`config.mk`:
```
export PLATFORM = sky130hd
export DESIGN_NAME = sys_bus
export DESIGN_NICKNAME = d
export VERILOG_FILES = /design/src/logic/soc_pkg.sv /design/src/logic/sys_bus.sv
export VERILOG_INCLUDE_DIRS = /design/src /design/src/logic
export SDC_FILE = /design/constraint.sdc
export NUM_CORES = 1
export LEC_CHECK = 0
export BUFFER_PORTS_ARGS = -buffer_cell sky130_fd_sc_hd__buf_2
export CAP_MARGIN = 20
export CORE_AREA = 2 2 153 155
export DETAILED_ROUTE_END_ITERATION = 16
export DIE_AREA = 0 0 155 157
export GPL_ROUTABILITY_DRIVEN = 1
export GPL_TIMING_DRIVEN = 0
export SLEW_MARGIN = 20
export SYNTH_ARGS = -nofsm -noshare
export SYNTH_HDL_FRONTEND = slang
export SYNTH_SLANG_ARGS = --single-unit
export TNS_END_PERCENT = 5
```
`constraint.sdc`:
```
create_clock -name vclk -period 1.1
set_clock_uncertainty 0.15 [all_clocks]
set_input_delay 0 -clock vclk [all_inputs]
set_output_delay 0 -clock vclk [all_outputs]
set_load 0.03 [all_outputs]
```
`src/logic/soc_params.svh`:
```
// Fixed 32-bit bus with the slave region in the top address nibble and word-aligned RAM accesses
`ifndef SOC_PARAMS_SVH
`define SOC_PARAMS_SVH

// bus widths
`define SOC_ADDR_W 32
`define SOC_DATA_W 32

// slave select taken from the upper address nibble
`define SOC_REGION_W     4
`define SOC_REGION_RAM   4'h1
`define SOC_REGION_TIMER 4'h2

// ram depth in words, indexed from address bit 2 upward
`define SOC_RAM_WORDS 1024

// timer register byte offsets within the low address byte
`define SOC_TIMER_CTRL  8'h00
`define SOC_TIMER_COUNT 8'h04
`define SOC_TIMER_VALUE 8'h08

// timer control register width
`define SOC_TIMER_CTRL_W 3

`endif

```
`src/logic/soc_pkg.sv`:
```
// Bus types shared by masters, interconnect and slaves; requests are plain levels without acknowledge
`include "soc_params.svh"

package soc_pkg;

    // one data word on the bus
    typedef logic [`SOC_DATA_W-1:0] bus_word_t;

    // byte address
    typedef logic [`SOC_ADDR_W-1:0] bus_addr_t;

    // request from a master, or slave select from the bus
    typedef struct packed {
        logic      req;
        logic      we;
        bus_addr_t addr;
        bus_word_t wdata;
    } bus_req_t;

    // timer control bits, msb first
    typedef struct packed {
        // sticky until cleared by writing 1
        logic pend;
        logic irq_en;
        logic cnt_en;
    } timer_ctrl_t;

endpackage

```
`src/logic/sys_bus.sv`:
```
// Combinational two-master bus; debug always wins and a held core request gets no service
`include "soc_params.svh"

module sys_bus (
    input  logic                clk,
    input  logic                rst_i,

    // masters
    input  soc_pkg::bus_req_t   core_req_i,
    input  soc_pkg::bus_req_t   dbg_req_i,
    output soc_pkg::bus_word_t  core_rdata_o,
    output soc_pkg::bus_word_t  dbg_rdata_o,
    output logic                core_hold_o,

    // slaves
    output soc_pkg::bus_req_t   ram_req_o,
    input  soc_pkg::bus_word_t  ram_rdata_i,
    output soc_pkg::bus_req_t   timer_req_o,
    input  soc_pkg::bus_word_t  timer_rdata_i
);

    logic                     dbg_own;
    logic                     core_own;
    soc_pkg::bus_req_t        win_req;
    logic [`SOC_REGION_W-1:0] region;
    logic                     sel_ram;
    logic                     sel_timer;
    soc_pkg::bus_word_t       win_rdata;

    // fixed priority, debug first
    assign dbg_own  = dbg_req_i.req;
    assign core_own = core_req_i.req & ~dbg_req_i.req;

    // core stalls whenever debug is on the bus
    assign core_hold_o = dbg_req_i.req;

    assign win_req = dbg_own ? dbg_req_i : core_req_i;

    // region decode
    assign region    = win_req.addr[`SOC_ADDR_W-1 -: `SOC_REGION_W];
    assign sel_ram   = win_req.req && (region == `SOC_REGION_RAM);
    assign sel_timer = win_req.req && (region == `SOC_REGION_TIMER);

    // address and data fan out, only the decoded slave sees req
    always_comb begin
        ram_req_o       = win_req;
        ram_req_o.req   = sel_ram;
        timer_req_o     = win_req;
        timer_req_o.req = sel_timer;
    end

    // read return, zero for unmapped regions
    always_comb begin
        if (sel_ram) begin
            win_rdata = ram_rdata_i;
        end else if (sel_timer) begin
            win_rdata = timer_rdata_i;
        end else begin
            win_rdata = '0;
        end
    end

    // the losing master reads zero
    assign dbg_rdata_o  = dbg_own  ? win_rdata : '0;
    assign core_rdata_o = core_own ? win_rdata : '0;

endmodule

```
==> flow_metrics.py <==
metrics = {
    "logic_synthesis": {
        "synth_warnings": 0,
        "syn_nets": 566,
        "ys_types": 14,
        "yosysSeqAreaShare": 0,
        "synth_area_per_cell_sq_um": 6.97,
        "syn_inst": 368,
        "syn-cell-area_sq_mm": 0.00256,
    },
    "timing": {
        "setup_viol": 181,
        "fin_tns_setup_ps": -31830,
        "rsz0062_at_grt": "true",
        "hold_viol": 0,
        "whs_ps": 105,
        "slew_headroom": 0.736,
        "maxSlewViolCount": 0,
        "worstMarginPinSlew_ps": 392,
        "max_freq_mhz": 717,
        "fin_crit_sh": 1.27,
        "period_minus_slack_ps": 1390,
        "setup_ws_ps": -294,
    },
    "route": {
        "wire_per_inst_microns": 17.1,
        "drt_iter0_drc": 136,
        "postRouteAntennaNets": 0,
        "route.vias.total": 4231,
        "via_per_inst": 4.01,
        "drt_pass1_iterations": 4,
        "drcViolationCount": 0,
        "routed_wl_microns": 18100,
    },
    "global_routing": {
        "grt_pass1_wl_microns": 24900,
        "grt_max_degree": 11,
        "grt-ovfl-total": 0,
        "grt_usage": 0.133,
        "antenna_found_initial": 4,
        "grt_pass1_vias": 4119,
    },
    "worst_setup_path": {
        "end_kind": "output port",
        "crit_type": "input port to output port",
        "critPathMaxFanout": 10,
        "required_ps": 950,
        "start_kind": "input port",
        "worstPathArrival_ps": 1240,
        "setup.worst_path.start": "dbg_req_i[65]",
    },
    "finish": {
        "seq_area_sq_um": 0,
        "syn2layout_area_growth_pct": 142,
        "clkbuf_count": 0,
        "flops_and_latches": 0,
        "num-fill-cells": 2408,
        "layout-drive-gt1-share": 0.852,
        "layout.nets": 968,
    },
    "placement": {
        "io_buffers": 392,
        "place_congestion": 0.815,
        "hpwlAfterDp_microns": 15300,
    },
    "power_and_ir_drop": {
        "p_leak_uw": 0.00301,
        "power_density_mw_per_mm2": 506,
        "irDropWorstVdd_mv": 0.248,
    },
    "floorplanning": {
        "die_area_sq_mm": 0.0243,
        "coreArea_sq_mm": 0.0225,
        "top_level_ports": 395,
        "die_w_microns": 155,
        "start_util": 0.114,
        "placementRows": 55,
        "die_y_microns": 157,
    },
    "worst_hold_path": {
        "min_from": "dbg_req_i[65]",
        "worstHoldPathType": "input port to output port",
    },
    "outcome": {
        "status": "finished, violations left",
        "violations": "setup timing",
    },
    "run": {
        "maxCapViolCount": 0,
    },
}
area by class of cell:
type | count | area [sq um] | share of cell area
tap | 285 | 357 | 0.0574
multi-input combinational | 266 | 2620 | 0.421
buffer | 101 | 906 | 0.146
timing repair buffer | 401 | 2330 | 0.375
antenna | 2 | 5.00 | 0.000805
critical path, cell delays in order:
cell	delay [ps]
buf_12	120
nor4b_4	260
buf_6	160
buf_12	130
buf_8	140
nand2_1	90
o22ai_4	160
buf_6	160
synthesized netlist by cell type (all sizes together):
library cell  number  share of area
a21boi             2         0.0059
and3b              2         0.0068
buf              102           0.29
mux2              65           0.29
nand2            124           0.18
nor2               5         0.0093
nor3b              3          0.015
nor4b              1         0.0093
o21ai              2         0.0039
o22ai             62           0.20
what timing repair did:
action,CTS,global route
gates resized for setup,127,18
hold buffers,0,0
pin swaps,9,5
setup endpoints to repair,196,191
buffers inserted,6,0
cloned,2,2
metrics by stage:
stage               cell area, sq um  worst slack [ps]  std cells  power (uW)  utilization
floorplan                       3310             -79.3        368        2010            -
global placement                5630              -557       1045        3010        0.250
detailed placement              5630              -572       1045        3020        0.250
CTS                             6120              -306       1052        3150        0.272
global route                    6210              -388       1055        3300        0.276
finish                          6210              -294       1055        3140        0.276
metal layers:
metal / GRT usage / wire length [microns]
met5: 0 / 21
met4: 0.0163 / 225
met3: 0.0259 / 1320
met2: 0.246 / 9150
met1: 0.162 / 7350
report_power, final:
part	internal [uW]	switching, uW
registers	0	0
logic	1290	1860
clock network	0.000243	0
logic make-up after synthesis:
kind of cell           count (synthesis)  synth area share
multiplexers                          65             0.285
AO/OA/AOI/OAI                         66             0.207
AND/OR/NAND/NOR                      135             0.221
buffers and inverters                102             0.286
layout by cell type, fill, tap and decap left out:
| master | count |
|---|---|
| a21boi_2 | 2 |
| and3b_1 | 2 |
| buf_12 | 4 |
| buf_2 | 354 |
| buf_4 | 80 |
| buf_6 | 50 |
| buf_8 | 11 |
| clkbuf_16 | 2 |
| clkbuf_4 | 1 |
| diode_2 | 2 |
| mux2_2 | 15 |
| mux2_4 | 50 |
| nand2_1 | 109 |
| nand2_2 | 10 |
| nand2_4 | 5 |
| nor2_1 | 1 |
| nor2_2 | 1 |
| nor2_4 | 3 |
| nor3b_4 | 3 |
| nor4b_4 | 1 |
| o21ai_0 | 2 |
| o22ai_2 | 33 |
| o22ai_4 | 29 |
worst paths after layout:
kind                               end  slack (ps)  depth (start not counted)
worst max-delay path  core_rdata_o[30]        -290                          8
worst min-delay path       core_hold_o         110                          2
(Power assumes the default switching activity.)
