<file path="config.mk">
export PLATFORM = sky130hd
export DESIGN_NAME = timer
export DESIGN_NICKNAME = d
export VERILOG_FILES = /design/src/logic/soc_pkg.sv /design/src/logic/timer.sv
export VERILOG_INCLUDE_DIRS = /design/src /design/src/logic
export SDC_FILE = /design/constraint.sdc
export NUM_CORES = 1
export LEC_CHECK = 0
export ABC_AREA = 1
export BUFFER_PORTS_ARGS = -buffer_cell sky130_fd_sc_hd__buf_2
export CAP_MARGIN = 20
export CORE_MARGIN = 2
export CORE_UTILIZATION = 43
export CTS_BUF_LIST = sky130_fd_sc_hd__clkbuf_4
export DETAILED_ROUTE_END_ITERATION = 6
export MAX_ROUTING_LAYER = met4
export PLACE_DENSITY_LB_ADDON = 0.1
export SLEW_MARGIN = 10
export SYNTH_ARGS = -nofsm -noshare
export SYNTH_HDL_FRONTEND = slang
export SYNTH_SLANG_ARGS = --single-unit
</file>
<file path="constraint.sdc">
create_clock -name clk -period 1.5 [get_ports clk]
set_clock_uncertainty 0.1 [all_clocks]
set_input_delay 0.075 -clock clk [delete_from_list [all_inputs] [get_ports clk]]
set_output_delay 0.075 -clock clk [all_outputs]
set_load 0.01 [all_outputs]
</file>
<file path="src/logic/soc_params.svh">
// Fixed 32-bit bus with the slave region in the top address nibble and word-aligned RAM accesses
`ifndef SOC_PARAMS_SVH
`define SOC_PARAMS_SVH

// bus widths
`define SOC_ADDR_W 32
`define SOC_DATA_W 32

// slave select taken from the upper address nibble
`define SOC_REGION_W     4
`define SOC_REGION_RAM   4'h1
`define SOC_REGION_TIMER 4'h2

// ram depth in words, indexed from address bit 2 upward
`define SOC_RAM_WORDS 1024

// timer register byte offsets within the low address byte
`define SOC_TIMER_CTRL  8'h00
`define SOC_TIMER_COUNT 8'h04
`define SOC_TIMER_VALUE 8'h08

// timer control register width
`define SOC_TIMER_CTRL_W 3

`endif

</file>
<file path="src/logic/soc_pkg.sv">
// Bus types shared by masters, interconnect and slaves; requests are plain levels without acknowledge
`include "soc_params.svh"

package soc_pkg;

    // one data word on the bus
    typedef logic [`SOC_DATA_W-1:0] bus_word_t;

    // byte address
    typedef logic [`SOC_ADDR_W-1:0] bus_addr_t;

    // request from a master, or slave select from the bus
    typedef struct packed {
        logic      req;
        logic      we;
        bus_addr_t addr;
        bus_word_t wdata;
    } bus_req_t;

    // timer control bits, msb first
    typedef struct packed {
        // sticky until cleared by writing 1
        logic pend;
        logic irq_en;
        logic cnt_en;
    } timer_ctrl_t;

endpackage

</file>
<file path="src/logic/timer.sv">
// Single timer with wrap on compare; only the low address byte selects a register
`include "soc_params.svh"

module timer (
    input  logic               clk,
    input  logic               rst_i,
    input  soc_pkg::bus_req_t  timer_req_i,
    output soc_pkg::bus_word_t rdata_o,
    output logic               irq_o
);

    soc_pkg::timer_ctrl_t ctrl;
    soc_pkg::bus_word_t   count;
    soc_pkg::bus_word_t   value;

    logic [7:0] offs;
    logic       wr;
    logic       wr_ctrl;
    logic       wr_count;
    logic       wr_value;
    logic       hit;

    assign offs = timer_req_i.addr[7:0];
    assign wr   = timer_req_i.req & timer_req_i.we;

    assign wr_ctrl  = wr && (offs == `SOC_TIMER_CTRL);
    assign wr_count = wr && (offs == `SOC_TIMER_COUNT);
    assign wr_value = wr && (offs == `SOC_TIMER_VALUE);

    // compare match while counting
    assign hit = ctrl.cnt_en && (count == value);

    always_ff @(posedge clk) begin
        if (rst_i) begin
            ctrl  <= '0;
            count <= '0;
            value <= '0;
        end else begin
            if (wr_ctrl) begin
                ctrl.cnt_en <= timer_req_i.wdata[0];
                ctrl.irq_en <= timer_req_i.wdata[1];
            end

            // a clear write wins over a match in the same cycle
            if (wr_ctrl && timer_req_i.wdata[2]) begin
                ctrl.pend <= 1'b0;
            end else if (hit) begin
                ctrl.pend <= 1'b1;
            end

            if (wr_count) begin
                count <= timer_req_i.wdata;
            end else if (hit) begin
                count <= '0;
            end else if (ctrl.cnt_en) begin
                count <= count + 1'b1;
            end

            if (wr_value) begin
                value <= timer_req_i.wdata;
            end
        end
    end

    // register readback, unused offsets read zero
    always_comb begin
        rdata_o = '0;
        case (offs)
            `SOC_TIMER_CTRL:  rdata_o[`SOC_TIMER_CTRL_W-1:0] = ctrl;
            `SOC_TIMER_COUNT: rdata_o = count;
            `SOC_TIMER_VALUE: rdata_o = value;
            default:          rdata_o = '0;
        endcase
    end

    assign irq_o = ctrl.pend & ctrl.irq_en;

endmodule

</file>
==> qor.csv <==
stage;metric;value;unit
global_route;grt_first_pass_wirelength;30800;µm
clocking;cts-buffers-inserted;9;
sta;timing_worst_slew_pin_value;0.395;ns
critical_path;timing.critical_path.cells;inv_2 > nor2_1 > nor2_1 > nand2_1 > nor2_1 > nand2_1 > nor2_2 > nand2_4 > buf_6 > nand4_1 > a21oi_1;
synthesis;postSynthCellCount;850;
synthesis;yosys_warnings;0;
die;core_area;11400;µm²
synthesis;ys_seq_area_share;26.6;%
critical_path;critPathRequiredTime;1.75;ns
layout;nets;1185;
run_status;run_status;finished with violations;
clocking;insertion_delay;0.47;ns
synthesis;synth.lib_cells_used.distinct;32;
layout;final_util;75.2;%
clocking;cts.path.max_buffers;2;
power_and_ir_drop;cellPowerDensity;391;nW/µm²
detailed_routing;number_of_violations_reported_at_the_end_of_detailed_routing_iteration_0;498;
sta;timing.final.crit_share;113;%
sta;final_hold_viol_count;0;
synthesis;synthesis.area_per_instance;5.92;µm²
sta;fmax;589;MHz
clocking;tritoncts_clock_tree;done;
detailed_routing;drt_first_pass_iters;7;
sta;setup_viol;57;
die;dieArea;12600;µm²
placement;dp_slack;-0.393;ns
flow_run;max-cap-violations;0;
die;number_of_placement_rows;39;
detailed_routing;postRouteAntennaNets;0;
power_and_ir_drop;power.static_leakage;3.75;nW
critical_path;crit_path_start_kind;flip-flop;
synthesis;post_synth_instance_area;5030;µm²
sta;rsz0062_at_grt;true;
detailed_routing;wl_per_cell;17.6;µm
synthesis;synth.ff_latch_count;67;
clocking;ctsHtreeMaxLevel;3;
layout;fillerInstances;935;
die;initial_utilization;44.1;%
die;fp.dieW;112;µm
detailed_routing;drt-total-wl;22300;µm
critical_path;critical-path-top-cell-by-count;sky130_fd_sc_hd__nor2_1;
clocking;clkTransAtPathRegs;0.12;ns
critical_path;cp-end-kind;flip-flop;
detailed_routing;route.detailed.drc;0;
layout;multiInputGateArea;3770;µm²
critical_path;critical_path.max_stage_delay;0.38;ns
layout;area_of_all_sequential_standard_cells;1460;µm²
global_route;grt_start_max_net_pins;64;
critical_path;crit_path_max_fanout;5;
hold_path;min-delay-path-class;in2reg;
layout;flow.area_growth_from_synthesis;70.5;%
global_route;global_route_usage_sum;31.5;%
critical_path;timing.critical_path.slowest_stage_cell;sky130_fd_sc_hd__dfxtp_4;
critical_path;crit_type;reg2reg;
die;boundaryPins;101;
placement;post-dp-hpwl;13200;µm
global_route;grt.overflow.total;0;
critical_path;critical_path.n_buffers_inverters;2;
synthesis;synth_nets;919;
die;fp.dieH;112;µm
layout;stdcell_area;8580;µm²
detailed_routing;avgViaCountPerCell;5.41;
clocking;root_buffer;sky130_fd_sc_hd__clkbuf_4;
sta;report.final.slew_viol_count;0;
placement;place_area;6580;µm²
synthesis;synth_ff_type;sky130_fd_sc_hd__dfxtp_1;
synthesis;async_flop_share;0;%
critical_path;worst_path_dominant_cell_family;simple AND/OR/NAND/NOR gates;
global_route;first_global_vias;6348;
placement;finalWeightedCongestion;0.965;
sta;slew-limit-headroom;73.7;%
power_and_ir_drop;vdd_drop_max;0.000468;V
critical_path;data_arrival_time_of_the_critical_path;1.95;ns
detailed_routing;vias;6841;
placement;placement.io_buffers;76;
sta;period_minus_slack;1.70;ns
clocking;cts.sink_count;67;
run_status;violations;negative setup slack;
sta;setup_slack;-0.199;ns
global_route;initial_antenna_violation_count;1;
layout;post_route_cells_drive_above_1_share;50.6;%
synthesis;synth_edf_count;0;
==> registers in the layout, indices dropped and copies added (netlist names) <==
name   cells
count     32
ctrl       3
value     32
==> where the power goes <==
| group | switching [W] | internal, W | total (W) |
|---|---|---|---|
| registers | 0.00000208 | 0.00174 | 0.00175 |
| clock network | 0.000739 | 0.000524 | 0.00126 |
| logic | 0.000181 | 0.000171 | 0.000352 |
| total | 0.000922 | 0.00244 | 0.00336 |
==> per-stage QoR <==
step           cells  setup TNS [ns]  total power [W]  hold WS, ns
4_1_cts         1236           -3.76          0.00331        0.124
3_3_place_gp    1168           -8.58          0.00203        0.220
2_1_floorplan    850               0          0.00190        0.110
3_5_place_dp    1168           -9.23          0.00204        0.229
5_1_grt         1264           -9.50          0.00344        0.165
6_report        1264           -5.27          0.00336        0.109
==> metal layers <==
layer | global-route usage, % | up-vias | part of all wire (%)
li1 | - | 3284 | -
met1 | 36.9 | 3200 | 41
met2 | 54.7 | 296 | 49
met3 | 4.21 | 61 | 6.1
met4 | 12.3 | 0 | 3.7
met5 | - | - | 0
==> cell families (layout without fill, tap and decap cells) <==
family / count (synthesis) / in the layout / share of synthesized area [%]
flops: 67 / 67 / 26.6
xor+xnor: 33 / 33 / 5.74
fa+ha+maj: 1 / 1 / 0.248
compound gates: 140 / 140 / 16.4
other cells: 0 / 1 / 0
simple gates: 432 / 432 / 37.1
buf+inv: 177 / 447 / 13.8
==> placed cells by master (no fill, tap or decap), types with 29 or more instances in the layout <==
| cell | instances |
|---|---|
| sky130_fd_sc_hd__inv_1 | 72 |
| sky130_fd_sc_hd__nand4_1 | 36 |
| sky130_fd_sc_hd__inv_2 | 61 |
| sky130_fd_sc_hd__nand2_1 | 166 |
| sky130_fd_sc_hd__nor2_2 | 31 |
| sky130_fd_sc_hd__dfxtp_2 | 38 |
| sky130_fd_sc_hd__o21ai_1 | 34 |
| sky130_fd_sc_hd__buf_2 | 70 |
| sky130_fd_sc_hd__buf_4 | 134 |
| sky130_fd_sc_hd__nor3_1 | 29 |
| sky130_fd_sc_hd__nor2_1 | 72 |
| sky130_fd_sc_hd__dlygate4sd3_1 | 35 |
| sky130_fd_sc_hd__buf_6 | 34 |
==> layout make-up <==
| type | instances | share of cell area [%] |
|---|---|---|
| multi-input cells | 606 | 43.9 |
| diodes | 1 | 0.0292 |
| well taps | 143 | 2.08 |
| clock buffers | 11 | 0.962 |
| inverters | 139 | 6.27 |
| flip-flops and latches | 67 | 17.1 |
| repair buffers | 293 | 29.2 |
| clock inverters | 4 | 0.496 |
==> tightest hold or removal path, delay by kind of cell <==
| family | cells | cell delay, ns |
|---|---|---|
| buffers and inverters | 2 | 0.27 |
| AND/OR/NAND/NOR | 3 | 0.19 |
| AO/OA/AOI/OAI | 1 | 0.11 |
==> path summary, 6_finish.rpt <==
path / startpoint / to / slack, ns / cells after the start
max: count[9] / count[14] / -0.20 / 11
min: timer_req_i[35] / value[6] / 0.11 / 6
min reg2reg: ctrl[2] / ctrl[2] / 0.42 / 2
max reg2reg: count[9] / count[14] / -0.20 / 11
==> Yosys cell counts (2+ instances only) <==
library cell / n / share of area (%)
sky130_fd_sc_hd__o21ai_2: 11 / 1.9
sky130_fd_sc_hd__dfxtp_1: 67 / 27
sky130_fd_sc_hd__nand2_2: 2 / 0.25
sky130_fd_sc_hd__nor2_2: 2 / 0.25
sky130_fd_sc_hd__o21ai_0: 27 / 2.7
sky130_fd_sc_hd__nand2_1: 198 / 15
sky130_fd_sc_hd__o22ai_1: 30 / 3.7
sky130_fd_sc_hd__o221ai_1: 3 / 0.52
sky130_fd_sc_hd__inv_1: 98 / 7.3
sky130_fd_sc_hd__nor2_1: 122 / 9.1
sky130_fd_sc_hd__inv_2: 41 / 3.1
sky130_fd_sc_hd__nand4_1: 36 / 4.5
sky130_fd_sc_hd__buf_4: 4 / 0.60
sky130_fd_sc_hd__nor3_1: 34 / 3.4
sky130_fd_sc_hd__and2_1: 4 / 0.50
sky130_fd_sc_hd__buf_2: 8 / 0.80
sky130_fd_sc_hd__xor2_1: 17 / 3.0
sky130_fd_sc_hd__nand3_1: 27 / 2.7
sky130_fd_sc_hd__o21ai_1: 33 / 3.3
sky130_fd_sc_hd__xnor2_1: 16 / 2.8
sky130_fd_sc_hd__a21oi_2: 9 / 1.6
sky130_fd_sc_hd__nor2_4: 2 / 0.45
sky130_fd_sc_hd__clkbuf_1: 25 / 1.9
sky130_fd_sc_hd__a21oi_1: 26 / 2.6
==> what timing repair did <==
item | 4_1_cts | 5_1_grt
cloned | 3 | 8
resized for setup | 174 | 154
pin swaps | 38 | 56
endpoints found under the setup margin | 62 | 70
setup buffers | 13 | 25
hold endpoints to repair | 67 | 0
hold buffers | 38 | 0
(Power assumes the default switching activity.)
